File: config.mk
export PLATFORM = sky130hd
export DESIGN_NAME = hdmi_tx_top
export DESIGN_NICKNAME = d
export VERILOG_FILES = /design/src/common/hdmi_pkg.sv /design/src/common/tmds_if.sv /design/src/hdmi_tx_top.sv /design/src/serializer/tmds_serializer.sv /design/src/tmds_encoder/tmds_encoder.sv /design/src/period_fsm.sv /design/src/video_timing.sv
export VERILOG_INCLUDE_DIRS = /design/src /design/src/common
export SDC_FILE = /design/constraint.sdc
export NUM_CORES = 1
export LEC_CHECK = 0
export ABC_AREA = 1
export CORE_UTILIZATION = 59
export DETAILED_ROUTE_END_ITERATION = 12
export DONT_BUFFER_PORTS = 1
export PLACE_DENSITY = 0.78
export SLEW_MARGIN = 0
export SYNTH_ARGS = -nofsm -noshare
export SYNTH_HDL_FRONTEND = slang
export SYNTH_SLANG_ARGS = --single-unit
File: constraint.sdc
create_clock -name clk_pixel_x5 -period 4.6 [get_ports clk_pixel_x5]
set_input_delay 0.46 -clock clk_pixel_x5 [delete_from_list [all_inputs] [get_ports clk_pixel_x5]]
set_output_delay 0.46 -clock clk_pixel_x5 [all_outputs]
set_load 0.05 [all_outputs]
File: src/common/hdmi_config.svh
// Raster timing configuration
`ifndef HDMI_CONFIG_SVH
`define HDMI_CONFIG_SVH

// Horizontal, in pixels
`define HDMI_H_ACTIVE      32
`define HDMI_H_FRONT       4
`define HDMI_H_SYNC        6
`define HDMI_H_BACK        12
`define HDMI_H_TOTAL       (`HDMI_H_ACTIVE + `HDMI_H_FRONT + `HDMI_H_SYNC + `HDMI_H_BACK)

// Vertical, in lines
`define HDMI_V_ACTIVE      4
`define HDMI_V_FRONT       1
`define HDMI_V_SYNC        1
`define HDMI_V_BACK        1
`define HDMI_V_TOTAL       (`HDMI_V_ACTIVE + `HDMI_V_FRONT + `HDMI_V_SYNC + `HDMI_V_BACK)

// Preamble and guard band sit inside the back porch
`define HDMI_PREAMBLE_LEN  8
`define HDMI_GUARD_LEN     2

// Fast clock cycles per pixel
`define HDMI_PIXEL_PHASES  5

// Sync level while in the sync pulse
`define HDMI_SYNC_POLARITY 1'b1

`endif
File: src/common/hdmi_pkg.sv
// HDMI transmit types
package hdmi_pkg;

    // Period kinds, also the period FSM state
    typedef enum logic [1:0]
    {
        CONTROL  = 2'd0,
        PREAMBLE = 2'd1,
        GUARD    = 2'd2,
        VIDEO    = 2'd3
    } period_t;

    // One 10-bit TMDS character
    typedef logic [9:0] tmds_symbol_t;

    // Clock lane word, sent LSB first
    localparam tmds_symbol_t TMDS_CLOCK_PATTERN = 10'b0000011111;

    // Control characters indexed by {c1, c0}
    localparam logic [3:0][9:0] CTRL_SYMBOLS =
    {
        10'b1010101011,
        10'b0101010100,
        10'b0010101011,
        10'b1101010100
    };

    // Video guard band characters
    localparam tmds_symbol_t GUARD_WORD_C02 = 10'b1011001100;
    localparam tmds_symbol_t GUARD_WORD_C1  = 10'b0100110011;

endpackage

File: src/common/tmds_if.sv
// Pixel stream to the TMDS encoders
interface tmds_if;
    import hdmi_pkg::*;

    logic        pixel_strobe;
    period_t     period;
    logic        hsync;
    logic        vsync;
    logic [23:0] rgb;

    modport source
    (
        output pixel_strobe,
        output period,
        output hsync,
        output vsync,
        output rgb
    );

    modport sink
    (
        input pixel_strobe,
        input period,
        input hsync,
        input vsync,
        input rgb
    );

endinterface

File: src/hdmi_tx_top.sv
// HDMI transmit top level
module hdmi_tx_top
(
    input  logic        clk_pixel_x5,
    input  logic        rst_n,
    input  logic [23:0] rgb,
    output logic        pixel_req,
    output logic [5:0]  pixel_x,
    output logic [2:0]  pixel_y,
    output logic [1:0]  tmds_lane0,
    output logic [1:0]  tmds_lane1,
    output logic [1:0]  tmds_lane2,
    output logic [1:0]  tmds_clock_lane
);
    import hdmi_pkg::*;

    logic         pixel_strobe;
    logic         hsync;
    logic         vsync;
    tmds_symbol_t symbol [3];

    tmds_if video ();

    video_timing video_timing_inst
    (
        .clk_pixel_x5 (clk_pixel_x5),
        .rst_n        (rst_n),
        .pixel_strobe (pixel_strobe),
        .h_count      (pixel_x),
        .v_count      (pixel_y),
        .hsync        (hsync),
        .vsync        (vsync),
        .active       (pixel_req)
    );

    period_fsm period_fsm_inst
    (
        .clk_pixel_x5 (clk_pixel_x5),
        .rst_n        (rst_n),
        .pixel_strobe (pixel_strobe),
        .h_count      (pixel_x),
        .v_count      (pixel_y),
        .hsync        (hsync),
        .vsync        (vsync),
        .active       (pixel_req),
        .rgb          (rgb),
        .video        (video.source)
    );

    // Channel 0 blue, 1 green, 2 red
    for (genvar i = 0; i < 3; i++)
    begin : gen_encoder
        tmds_encoder tmds_encoder_inst
        (
            .clk_pixel_x5 (clk_pixel_x5),
            .rst_n        (rst_n),
            .video        (video.sink),
            .channel      (2'(i)),
            .symbol       (symbol[i])
        );
    end

    tmds_serializer tmds_serializer_inst
    (
        .clk_pixel_x5    (clk_pixel_x5),
        .rst_n           (rst_n),
        .pixel_strobe    (pixel_strobe),
        .symbol0         (symbol[0]),
        .symbol1         (symbol[1]),
        .symbol2         (symbol[2]),
        .tmds_lane0      (tmds_lane0),
        .tmds_lane1      (tmds_lane1),
        .tmds_lane2      (tmds_lane2),
        .tmds_clock_lane (tmds_clock_lane)
    );

endmodule

File: src/serializer/tmds_serializer.sv
// TMDS serializer, two bits per cycle
module tmds_serializer
(
    input  logic                   clk_pixel_x5,
    input  logic                   rst_n,
    input  logic                   pixel_strobe,
    input  hdmi_pkg::tmds_symbol_t symbol0,
    input  hdmi_pkg::tmds_symbol_t symbol1,
    input  hdmi_pkg::tmds_symbol_t symbol2,
    output logic [1:0]             tmds_lane0,
    output logic [1:0]             tmds_lane1,
    output logic [1:0]             tmds_lane2,
    output logic [1:0]             tmds_clock_lane
);
    import hdmi_pkg::*;

    tmds_symbol_t load_value [4];
    tmds_symbol_t word       [4];
    tmds_symbol_t shift      [4];
    logic [1:0]   lane       [4];

    assign load_value[0] = symbol0;
    assign load_value[1] = symbol1;
    assign load_value[2] = symbol2;
    assign load_value[3] = TMDS_CLOCK_PATTERN;

    // Fresh word on the strobe, bits 1:0 go out at once
    always_comb
    begin
        for (int i = 0; i < 4; i++)
            word[i] = pixel_strobe ? load_value[i] : shift[i];
    end

    always_ff @(posedge clk_pixel_x5 or negedge rst_n)
    begin
        if (!rst_n)
        begin
            for (int i = 0; i < 4; i++)
            begin
                shift[i] <= '0;
                lane[i]  <= '0;
            end
        end
        else
        begin
            for (int i = 0; i < 4; i++)
            begin
                shift[i] <= word[i] >> 2;
                lane[i]  <= word[i][1:0];
            end
        end
    end

    assign tmds_lane0      = lane[0];
    assign tmds_lane1      = lane[1];
    assign tmds_lane2      = lane[2];
    assign tmds_clock_lane = lane[3];

endmodule

File: src/tmds_encoder/tmds_encoder.sv
// TMDS channel encoder
module tmds_encoder
(
    input  logic                   clk_pixel_x5,
    input  logic                   rst_n,
    tmds_if.sink                   video,
    input  logic [1:0]             channel,
    output hdmi_pkg::tmds_symbol_t symbol
);
    import hdmi_pkg::*;

    logic [7:0]        data;
    logic [1:0]        ctrl;
    logic [3:0]        data_ones;
    logic              use_xnor;
    logic [8:0]        q_m;
    logic [8:0]        q_m_q;
    logic [1:0]        ctrl_q;
    period_t           period_q;
    logic [3:0]        qm_ones;
    logic signed [5:0] balance;
    logic signed [5:0] disparity;
    logic signed [5:0] disparity_next;
    tmds_symbol_t      symbol_next;

    function automatic logic [3:0] ones8(input logic [7:0] value);
        logic [3:0] total;
        total = '0;
        for (int i = 0; i < 8; i++)
            total = total + 4'(value[i]);
        return total;
    endfunction

    // Byte and control pair for this lane
    always_comb
    begin
        case (channel)
            2'd1:
            begin
                data = video.rgb[15:8];
                ctrl = (video.period == PREAMBLE) ? 2'b01 : 2'b00;
            end
            2'd2:
            begin
                data = video.rgb[23:16];
                ctrl = 2'b00;
            end
            default:
            begin
                data = video.rgb[7:0];
                ctrl = {video.vsync, video.hsync};
            end
        endcase
    end

    // Transition minimization
    always_comb
    begin
        data_ones = ones8(data);
        use_xnor  = (data_ones > 4'd4) || ((data_ones == 4'd4) && !data[0]);
        q_m[0]    = data[0];
        for (int i = 1; i < 8; i++)
            q_m[i] = use_xnor ? ~(q_m[i-1] ^ data[i]) : (q_m[i-1] ^ data[i]);
        q_m[8]    = ~use_xnor;
    end

    always_ff @(posedge clk_pixel_x5)
    begin
        if (video.pixel_strobe)
        begin
            q_m_q  <= q_m;
            ctrl_q <= ctrl;
        end
    end

    // DC balancing, balance is ones minus zeros
    always_comb
    begin
        qm_ones = ones8(q_m_q[7:0]);
        balance = $signed({2'b00, qm_ones}) * 6'sd2 - 6'sd8;
        if ((disparity == 6'sd0) || (balance == 6'sd0))
        begin
            symbol_next    = {~q_m_q[8], q_m_q[8], q_m_q[8] ? q_m_q[7:0] : ~q_m_q[7:0]};
            disparity_next = q_m_q[8] ? disparity + balance : disparity - balance;
        end
        else if (((disparity > 6'sd0) && (balance > 6'sd0)) ||
                 ((disparity < 6'sd0) && (balance < 6'sd0)))
        begin
            symbol_next    = {1'b1, q_m_q[8], ~q_m_q[7:0]};
            disparity_next = disparity + (q_m_q[8] ? 6'sd2 : 6'sd0) - balance;
        end
        else
        begin
            symbol_next    = {1'b0, q_m_q[8], q_m_q[7:0]};
            disparity_next = disparity - (q_m_q[8] ? 6'sd0 : 6'sd2) + balance;
        end

        if (period_q == GUARD)
        begin
            symbol_next    = (channel == 2'd1) ? GUARD_WORD_C1 : GUARD_WORD_C02;
            disparity_next = 6'sd0;
        end
        else if (period_q != VIDEO)
        begin
            symbol_next    = CTRL_SYMBOLS[ctrl_q];
            disparity_next = 6'sd0;
        end
    end

    always_ff @(posedge clk_pixel_x5 or negedge rst_n)
    begin
        if (!rst_n)
        begin
            period_q  <= CONTROL;
            disparity <= 6'sd0;
            symbol    <= '0;
        end
        else if (video.pixel_strobe)
        begin
            period_q  <= video.period;
            disparity <= disparity_next;
            symbol    <= symbol_next;
        end
    end

endmodule

File: src/period_fsm.sv
// Period state machine
`include "hdmi_config.svh"

module period_fsm
(
    input  logic        clk_pixel_x5,
    input  logic        rst_n,
    input  logic        pixel_strobe,
    input  logic [5:0]  h_count,
    input  logic [2:0]  v_count,
    input  logic        hsync,
    input  logic        vsync,
    input  logic        active,
    input  logic [23:0] rgb,
    tmds_if.source      video
);
    import hdmi_pkg::*;

    localparam int PREAMBLE_START = `HDMI_H_TOTAL - `HDMI_PREAMBLE_LEN - `HDMI_GUARD_LEN;

    period_t    state;
    period_t    state_next;
    logic [2:0] count;
    logic [2:0] count_next;
    logic       next_line_active;
    logic       strobe_q;

    // Line 0 is always active
    assign next_line_active = (v_count == 3'(`HDMI_V_TOTAL - 1)) ||
                              ((v_count + 3'd1) < 3'(`HDMI_V_ACTIVE));

    always_comb
    begin
        state_next = state;
        count_next = count + 3'd1;
        case (state)
            CONTROL:
            begin
                count_next = '0;
                if ((h_count == 6'(PREAMBLE_START)) && next_line_active)
                    state_next = PREAMBLE;
            end
            PREAMBLE:
            begin
                if (count == 3'(`HDMI_PREAMBLE_LEN - 1))
                begin
                    state_next = GUARD;
                    count_next = '0;
                end
            end
            GUARD:
            begin
                if (count == 3'(`HDMI_GUARD_LEN - 1))
                    state_next = VIDEO;
            end
            default:
            begin
                // Active window over
                if (!active)
                    state_next = CONTROL;
            end
        endcase
    end

    always_ff @(posedge clk_pixel_x5 or negedge rst_n)
    begin
        if (!rst_n)
        begin
            state       <= CONTROL;
            count       <= '0;
            strobe_q    <= 1'b0;
            video.hsync <= ~`HDMI_SYNC_POLARITY;
            video.vsync <= ~`HDMI_SYNC_POLARITY;
        end
        else
        begin
            strobe_q <= pixel_strobe;
            if (pixel_strobe)
            begin
                state       <= state_next;
                count       <= count_next;
                video.hsync <= hsync;
                video.vsync <= vsync;
            end
        end
    end

    always_ff @(posedge clk_pixel_x5)
    begin
        if (pixel_strobe)
            video.rgb <= rgb;
    end

    assign video.period       = state;
    assign video.pixel_strobe = strobe_q;

endmodule

File: src/video_timing.sv
// Raster timing generator
`include "hdmi_config.svh"

module video_timing
(
    input  logic       clk_pixel_x5,
    input  logic       rst_n,
    output logic       pixel_strobe,
    output logic [5:0] h_count,
    output logic [2:0] v_count,
    output logic       hsync,
    output logic       vsync,
    output logic       active
);

    localparam int H_SYNC_START = `HDMI_H_ACTIVE + `HDMI_H_FRONT;
    localparam int V_SYNC_START = `HDMI_V_ACTIVE + `HDMI_V_FRONT;

    logic [2:0] phase;
    logic [5:0] h_next;
    logic [2:0] v_next;
    logic       h_sync_window;
    logic       v_sync_window;

    always_ff @(posedge clk_pixel_x5 or negedge rst_n)
    begin
        if (!rst_n)
            phase <= '0;
        else if (pixel_strobe)
            phase <= '0;
        else
            phase <= phase + 3'd1;
    end

    // Last phase of each pixel
    assign pixel_strobe = (phase == 3'(`HDMI_PIXEL_PHASES - 1));

    always_comb
    begin
        h_next = h_count + 6'd1;
        v_next = v_count;
        if (h_count == 6'(`HDMI_H_TOTAL - 1))
        begin
            h_next = '0;
            if (v_count == 3'(`HDMI_V_TOTAL - 1))
                v_next = '0;
            else
                v_next = v_count + 3'd1;
        end
        h_sync_window = (h_next >= 6'(H_SYNC_START)) &&
                        (h_next < 6'(H_SYNC_START + `HDMI_H_SYNC));
        v_sync_window = (v_next >= 3'(V_SYNC_START)) &&
                        (v_next < 3'(V_SYNC_START + `HDMI_V_SYNC));
    end

    // Outputs follow the counters they describe
    always_ff @(posedge clk_pixel_x5 or negedge rst_n)
    begin
        if (!rst_n)
        begin
            h_count <= '0;
            v_count <= '0;
            active  <= 1'b0;
            hsync   <= ~`HDMI_SYNC_POLARITY;
            vsync   <= ~`HDMI_SYNC_POLARITY;
        end
        else if (pixel_strobe)
        begin
            h_count <= h_next;
            v_count <= v_next;
            active  <= (h_next < 6'(`HDMI_H_ACTIVE)) && (v_next < 3'(`HDMI_V_ACTIVE));
            hsync   <= h_sync_window ? `HDMI_SYNC_POLARITY : ~`HDMI_SYNC_POLARITY;
            vsync   <= v_sync_window ? `HDMI_SYNC_POLARITY : ~`HDMI_SYNC_POLARITY;
        end
    end

endmodule

; After elaboration in Yosys (flattened, before gate mapping)
; Index checks and enable logic that the tools add are counted.
[classes]
mul = 0
n_reduce_logical = 34
shifts = 0
n_addsub = 67
magnitude_cmp = 24
bitwise_logic = 51
n_mux = 79
n_div = 0
eq_ne = 17
[ops]
columns = op, count
row1 = $mux W10, 17
row2 = $add A4 B1 Y4, 36
row3 = $mux W6, 16
row4 = $add A6 B6 Y6, 9
row5 = $sub A6 B6 Y6, 9
row6 = $bmux W10 S2, 2
row7 = $gt A6 B1 Y1 const B, 6
row8 = $logic_not A6 Y1, 6
row9 = $lt A6 B1 Y1 const B, 6
row10 = $mux W8, 4
row11 = $not A1 Y1, 27
row12 = $mux W1, 24
row13 = $not A8 Y8, 3
row14 = $xor A1 B1 Y1, 21
row15 = $mux W2, 10
row16 = $sub A5 B4 Y6 const B, 3
row17 = $logic_and A1 B1 Y1, 13
row18 = $add A1 B1 Y2, 6
row19 = $eq A4 B3 Y1 const B, 3
row20 = $eq A6 B6 Y1 const B, 2
row21 = $gt A4 B3 Y1 const B, 3
row22 = $lt A6 B6 Y1 const B, 2
row23 = $mux W3, 4
row24 = $logic_or A1 B1 Y1, 10
row25 = 18 further kinds, 30
[word_totals]
in_bits = 26
latchBits = 0
register_bits = 168
mem_count = 0
ramBits = 0
mem_bits_ro = 0
word_cells = 304

; Depth between registers and ports, before layout
[logic_depth]
word_depth = 29
mapped_depth = 26
depth_no_buf = 25

; Cells and area by module
; A second synthesis with hierarchy kept.
[unflattened]
hier_cells = 1533
area_unflattened_um2 = 12162.9
[by_module_without_submodules]
columns = mod, seq_area_each_um2, area_per_inst_um2, instances, cells_per_inst
row1 = tmds_encoder (gen_encoder[0].tmds_encoder_inst), 755.7, 2980.4, 1, 428
row2 = tmds_encoder (gen_encoder[2].tmds_encoder_inst), 755.7, 2977.9, 1, 388
row3 = tmds_encoder (gen_encoder[1].tmds_encoder_inst), 755.7, 2925.3, 1, 395
row4 = period_fsm, 920.9, 1211.2, 1, 88
row5 = tmds_serializer, 825.8, 1189.9, 1, 126
row6 = video_timing, 375.4, 870.8, 1, 106
row7 = hdmi_tx_top, 0.0, 7.5, 1, 2

; Worst setup path before layout
; Ideal clock, no wire load.
[synth_path]
kind = reg-to-reg
from = reg gen_encoder[1].tmds_encoder_inst.q_m_q[0]
to = reg gen_encoder[1].tmds_encoder_inst.disparity[5]
setup_slack_ns = -0.111
setup_time_ns = 0.116
t_arrival_ns = 4.595
t_required_ns = 4.484
synth_period_minus_slack_ns = 4.711
stages_incl_launch_ff = 26
path_cell_list = edfxtp_1 ha_1 inv_1 fa_1 fa_1 fa_1 fa_1 or2_1 and2_1 clkbuf_1 ha_1 inv_1 nand2_1 inv_1 nor2_1 ha_1 nand2_1 nand2_1 a21oi_1 inv_1 nand2_1 nand3_1 nand2_1 nand2_1 nand2_1 nand2_1
[synth_via]
elab_chain_len = 15
[synth_rtl]
columns = item, line_no
row1 = "start, declared", tmds_encoder.sv:17  ; logic [8:0] q_m_q;
row2 = "start signal, assigned", tmds_encoder.sv:71  ; q_m_q <= q_m;
row3 = $add A1 B1 Y2 (*), tmds_encoder.sv:30  ; total = total + 4'(value[i]);
row4 = $add A4 B1 Y4 (*) (6 in series), tmds_encoder.sv:30
row5 = $sub A5 B4 Y6 (*), tmds_encoder.sv:80  ; balance = $signed({2'b00, qm_ones}) * 6'sd2 - 6'sd8;
row6 = $gt A6 B1 Y1 or $lt A6 B1 Y1 (tied branches), "tmds_encoder.sv:86, tmds_encoder.sv:87"
row7 = $logic_and A1 B1 Y1 (on tied branches), "tmds_encoder.sv:86, tmds_encoder.sv:87"
row8 = $logic_or A1 B1 Y1, tmds_encoder.sv:86  ; else if (((disparity > 6'sd0) && (balance > 6'sd0)) ||
row9 = $mux W6, tmds_encoder.sv:86
row10 = $mux W6 (*), tmds_encoder.sv:81  ; if ((disparity == 6'sd0) || (balance == 6'sd0))
row11 = $mux W6 (*), tmds_encoder.sv:103  ; else if (period_q != VIDEO)
row12 = $mux W6 (*), tmds_encoder.sv:98  ; if (period_q == GUARD)
row13 = "end signal, assigned", tmds_encoder.sv:121  ; disparity <= disparity_next;
row14 = "end, declared", tmds_encoder.sv:22  ; logic signed [5:0] disparity;
; Every way passes the cells marked *; elsewhere a longest branch is shown, timed or not.
; A chain may end at the register's enable or synchronous reset.

; Final worst setup path
[layout_path]
from = reg gen_encoder[0].tmds_encoder_inst.q_m_q[1]
to = reg gen_encoder[0].tmds_encoder_inst.disparity[5]
[layout_via]
elab_chain_len = 15
[layout_rtl]
columns = item, line_no
row1 = "start, declared", tmds_encoder.sv:17
row2 = "start signal, assigned", tmds_encoder.sv:71
row3 = $add A1 B1 Y2 (*), tmds_encoder.sv:30
row4 = $add A4 B1 Y4 (*) (6 in series), tmds_encoder.sv:30
row5 = $sub A5 B4 Y6 (*), tmds_encoder.sv:80
row6 = $gt A6 B1 Y1 or $lt A6 B1 Y1 (tied branches), "tmds_encoder.sv:86, tmds_encoder.sv:87"
row7 = $logic_and A1 B1 Y1 (on tied branches), "tmds_encoder.sv:86, tmds_encoder.sv:87"
row8 = $logic_or A1 B1 Y1, tmds_encoder.sv:86
row9 = $mux W6, tmds_encoder.sv:86
row10 = $mux W6 (*), tmds_encoder.sv:81
row11 = $mux W6 (*), tmds_encoder.sv:103
row12 = $mux W6 (*), tmds_encoder.sv:98
row13 = "end signal, assigned", tmds_encoder.sv:121
row14 = "end, declared", tmds_encoder.sv:22
; Marks and branches as above.

==> impl_metrics.json <==
{
  "run_status": "complete, no violations",
  "h-tree-depth": 4,
  "criticalPathCategory": "reg -> reg",
  "fin_skew_ns": 0.00981,
  "gp_congestion": 0.891,
  "finalCritPeriodShare_pct": 97.0,
  "worst_slack_ns": 0.138,
  "routed_via_density": 5.35,
  "cp-end-kind": "flip-flop",
  "finish.utilization_pct": 67.3,
  "drive_gt1_share_pct": 9.71,
  "post_drt_wl_per_cell_um": 14.3,
  "dp.final_hpwl_um": 15100,
  "whs_path_depth": 0,
  "cp-start-kind": "flip-flop",
  "core_mm2": 0.0174,
  "max_clock_freq_ghz": 0.224,
  "cp.required_ns": 4.93,
  "crit_cells": 23,
  "path_cells": "ha_1 > inv_1 > fa_1 > fa_1 > fa_2 > fa_2 > or2_1 > and2_4 > ha_4 > inv_2 > nor2_2 > nor2_1 > ha_1 > nand2_1 > nand2_1 > a21oi_2 > inv_1 > nand2_1 > nand3_1 > nand2_1 > nand2_1 > nand2_1 > nand2_1",
  "drt-pass1-iter-count": 5,
  "instances_no_fill": 1512,
  "clkLatencyLatePin_ns": 0.44,
  "cp_max_fo": 4,
  "numCtsBuffers": 17,
  "cts_tree": "done",
  "pin_count": 44,
  "drc_errors": 0,
  "area_delta_synth_final_pct": 10.7,
  "ant_nets": 0,
  "grt_use_total_pct": 25.1,
  "cpMaxStageDelayCell": "fa_1",
  "setup_viol": 0,
  "slew_headroom_pct": 24.0,
  "diodes": 0,
  "synthCells": 1252,
  "first_iter_violations": 480,
  "cap_violations": 0,
  "yosysUniqueCellTypes": 44,
  "synth_area_mm2": 0.0106,
  "ys_warn_count": 0,
  "ir_drop_mv": 0.271,
  "whs_ns": 0.117,
  "fill_cells": 1355,
  "top_usage_layer": "met2",
  "grt_use_met2_pct": 41.0,
  "crit_family": "adder cells",
  "routed_wl_um": 21600,
  "die_h_um": 136,
  "grt_pass1_wl_um": 36100,
  "crit_top_cell": "nand2_1",
  "vias": 8088,
  "power.leakage_nw": 6.03,
  "worstMarginPinSlew_ns": 1.14,
  "grt_pass1_vias": 7845,
  "period_needed_ns": 4.46,
  "initial_core_util_pct": 60.8,
  "yosysSeqAreaShare_pct": 39.4,
  "rsz0062_at_grt": "yes",
  "overflow": 0,
  "path_buf_inv": 3,
  "dp_cells": 1470,
  "io_buffers": 0,
  "clkTransAtPathRegs_ns": 0.06,
  "synth_nets": 1410,
  "cts_root_buf": "clkbuf_16",
  "die_area_mm2": 0.0185,
  "critPathArrivalTime_ns": 4.79,
  "final-seq-area_mm2": 0.00418,
  "slew_viol_final": 0,
  "die_w_um": 136,
  "grt_use_met3_pct": 4.77,
  "syn_area_per_cell_um2": 8.45,
  "powerDensity_mw_per_mm2": 241,
  "cts_num_sinks": 156,
  "ys_seq_elements": 156,
  "antenna_found_initial": 0,
  "dp_slack_ns": -0.0364,
  "hold_path_class": "in -> reg",
  "slowest_delay_ns": 0.49,
  "grt_max_degree": 103,
  "grt_util_met1_pct": 33.5,
  "cts_max_path_buffers": 2,
  "row_count": 48,
  "reg2regPathDepth": 23,
  "hold_violations": 0,
  "multiInputGateArea_mm2": 0.00567,
  "nets": 1432
}
[where the power goes]
| part | internal [W] | switching (W) |
|---|---|---|
| logic | 0.00000298 | 0.0000177 |
| clock network | 0.000789 | 0.000583 |
| registers | 0.00143 | 0 |
[cells by family after synthesis]
family | after synthesis | synth area share [%]
fa+ha+maj | 132 | 18.4
xor+xnor | 55 | 4.82
simple gates | 551 | 22.3
compound gates | 122 | 6.55
flops | 156 | 39.4
mux | 1 | 0.0946
buf+inv | 235 | 8.44
[metrics by stage]
step	cell area, µm²	TNS [ns]	total power [W]
final	11700	0	0.00283
after global placement	10900	0	0.00146
after CTS	11600	-0.00748	0.00285
after floorplan	10600	0	0.00146
after global routing	11700	-0.126	0.00291
after detailed placement	10900	-0.109	0.00146
[synthesized netlist by cell type (all sizes together)]
cell      n  share of area [%]
nand4     5               0.30
o211ai    9               0.78
nand3   119                5.8
xor2     37                3.2
nor2     77                2.9
a21oi    45                2.3
nand2   338                 12
o21bai    1              0.071
inv     214                7.6
xnor2    17                1.4
and2      2               0.12
dfrtp   102                 24
xnor3     1               0.21
a31oi     4               0.24
nor3      2               0.20
a22oi     1              0.071
o21ai    56                2.7
or2       5               0.30
buf       5               0.28
a21boi    1              0.071
mux2i     1              0.095
edfxtp   54                 15
fa       39                7.4
o22ai     5               0.30
ha       93                 11
nand3b    3               0.33
clkbuf   16               0.57
[metal layers]
metal,wire length [µm],vias up
li1,-,3994
met1,9730,3833
met2,10400,227
met3,1060,34
met4,395,0
met5,0,-
[layout make-up]
type	instances	share of cell area, %
clock buffer	22	4.32
clock inverter	10	0.651
inverter	214	6.85
multi-input combinational	861	48.4
sequential	156	35.6
tap	225	2.40
timing repair buffer	24	1.79
[registers in the layout, indices dropped and copies added, names as in the netlist]
name and cells:
period_fsm_inst.video.hsync 1, period_fsm_inst.video.period 2, tmds_serializer_inst.tmds_clock_lane 1, tmds_serializer_inst.tmds_lane2 2
video_timing_inst.h_count 6, gen_encoder.tmds_encoder_inst.q_m_q 27, period_fsm_inst.count 3, video_timing_inst.vsync 1
period_fsm_inst.video.vsync 1, period_fsm_inst.video.rgb 24, gen_encoder.tmds_encoder_inst.disparity 15, gen_encoder.tmds_encoder_inst.period_q 2
video_timing_inst.active 1, tmds_serializer_inst.tmds_lane1 2, video_timing_inst.hsync 1, tmds_serializer_inst.tmds_lane0 2
video_timing_inst.phase 3, video_timing_inst.v_count 3, gen_encoder.tmds_encoder_inst.symbol 30, tmds_serializer_inst.shift 26
gen_encoder.tmds_encoder_inst.ctrl_q 3
[placed cells by master, fill, tap and decap left out, types with 7 or more instances in the layout]
| master | Yosys | routed |
|---|---|---|
| inv_2 | 3 | 8 |
| fa_1 | 39 | 33 |
| nor2_1 | 73 | 69 |
| edfxtp_1 | 54 | 54 |
| xor2_1 | 35 | 35 |
| nand2_2 | 6 | 10 |
| xnor2_1 | 17 | 17 |
| nand3_1 | 116 | 114 |
| ha_1 | 93 | 85 |
| clkbuf_16 | 0 | 19 |
| dfrtp_1 | 102 | 101 |
| a21oi_1 | 41 | 36 |
| a21oi_2 | 3 | 8 |
| inv_1 | 211 | 206 |
| nand2_1 | 329 | 325 |
| nor2_2 | 3 | 7 |
| o21ai_0 | 52 | 52 |
| buf_4 | 2 | 20 |
[worst register-to-register path, stage by stage (launching register included)]
cell and delay, ns:
edfxtp_1 0.42, ha_1 0.31, inv_1 0.07, fa_1 0.43, fa_1 0.49, fa_2 0.37
fa_2 0.34, or2_1 0.22, and2_4 0.15, ha_4 0.28, inv_2 0.05, nor2_2 0.14
nor2_1 0.07, ha_1 0.33, nand2_1 0.10, nand2_1 0.07, a21oi_2 0.13, inv_1 0.06
nand2_1 0.05, nand3_1 0.06, nand2_1 0.07, nand2_1 0.04, nand2_1 0.06, nand2_1 0.04
[path summary, 6_finish.rpt]
kind                                                                        endpoint                                                 from  slack, ns
min                                          period_fsm_inst.video.rgb[21]$_DFFE_PP_                                              rgb[21]       0.12
max in group asynchronous                    tmds_serializer_inst.shift[1]$_DFF_PN0_                                                rst_n       3.55
min reg2reg                                 tmds_serializer_inst.shift[23]$_DFF_PN0_             tmds_serializer_inst.shift[25]$_DFF_PN0_       0.44
min in group asynchronous  gen_encoder[2].tmds_encoder_inst.disparity[2]$_DFFE_PN0P_                                                rst_n       0.61
max reg2reg                gen_encoder[0].tmds_encoder_inst.disparity[5]$_DFFE_PN0P_  gen_encoder[0].tmds_encoder_inst.q_m_q[1]$_DFFE_PP_       0.14
max                        gen_encoder[0].tmds_encoder_inst.disparity[5]$_DFFE_PN0P_  gen_encoder[0].tmds_encoder_inst.q_m_q[1]$_DFFE_PP_       0.14
[what timing repair did]
action / 4_1_cts / 5_1_grt
endpoints found under the hold margin: 102 / 0
buffers inserted: 4 / 4
resized for setup: 3 / 31
pin swaps: 1 / 20
hold buffers: 2 / 0
setup endpoints to repair: 7 / 35
No activity file was read; power rests on OpenSTA's default activity.
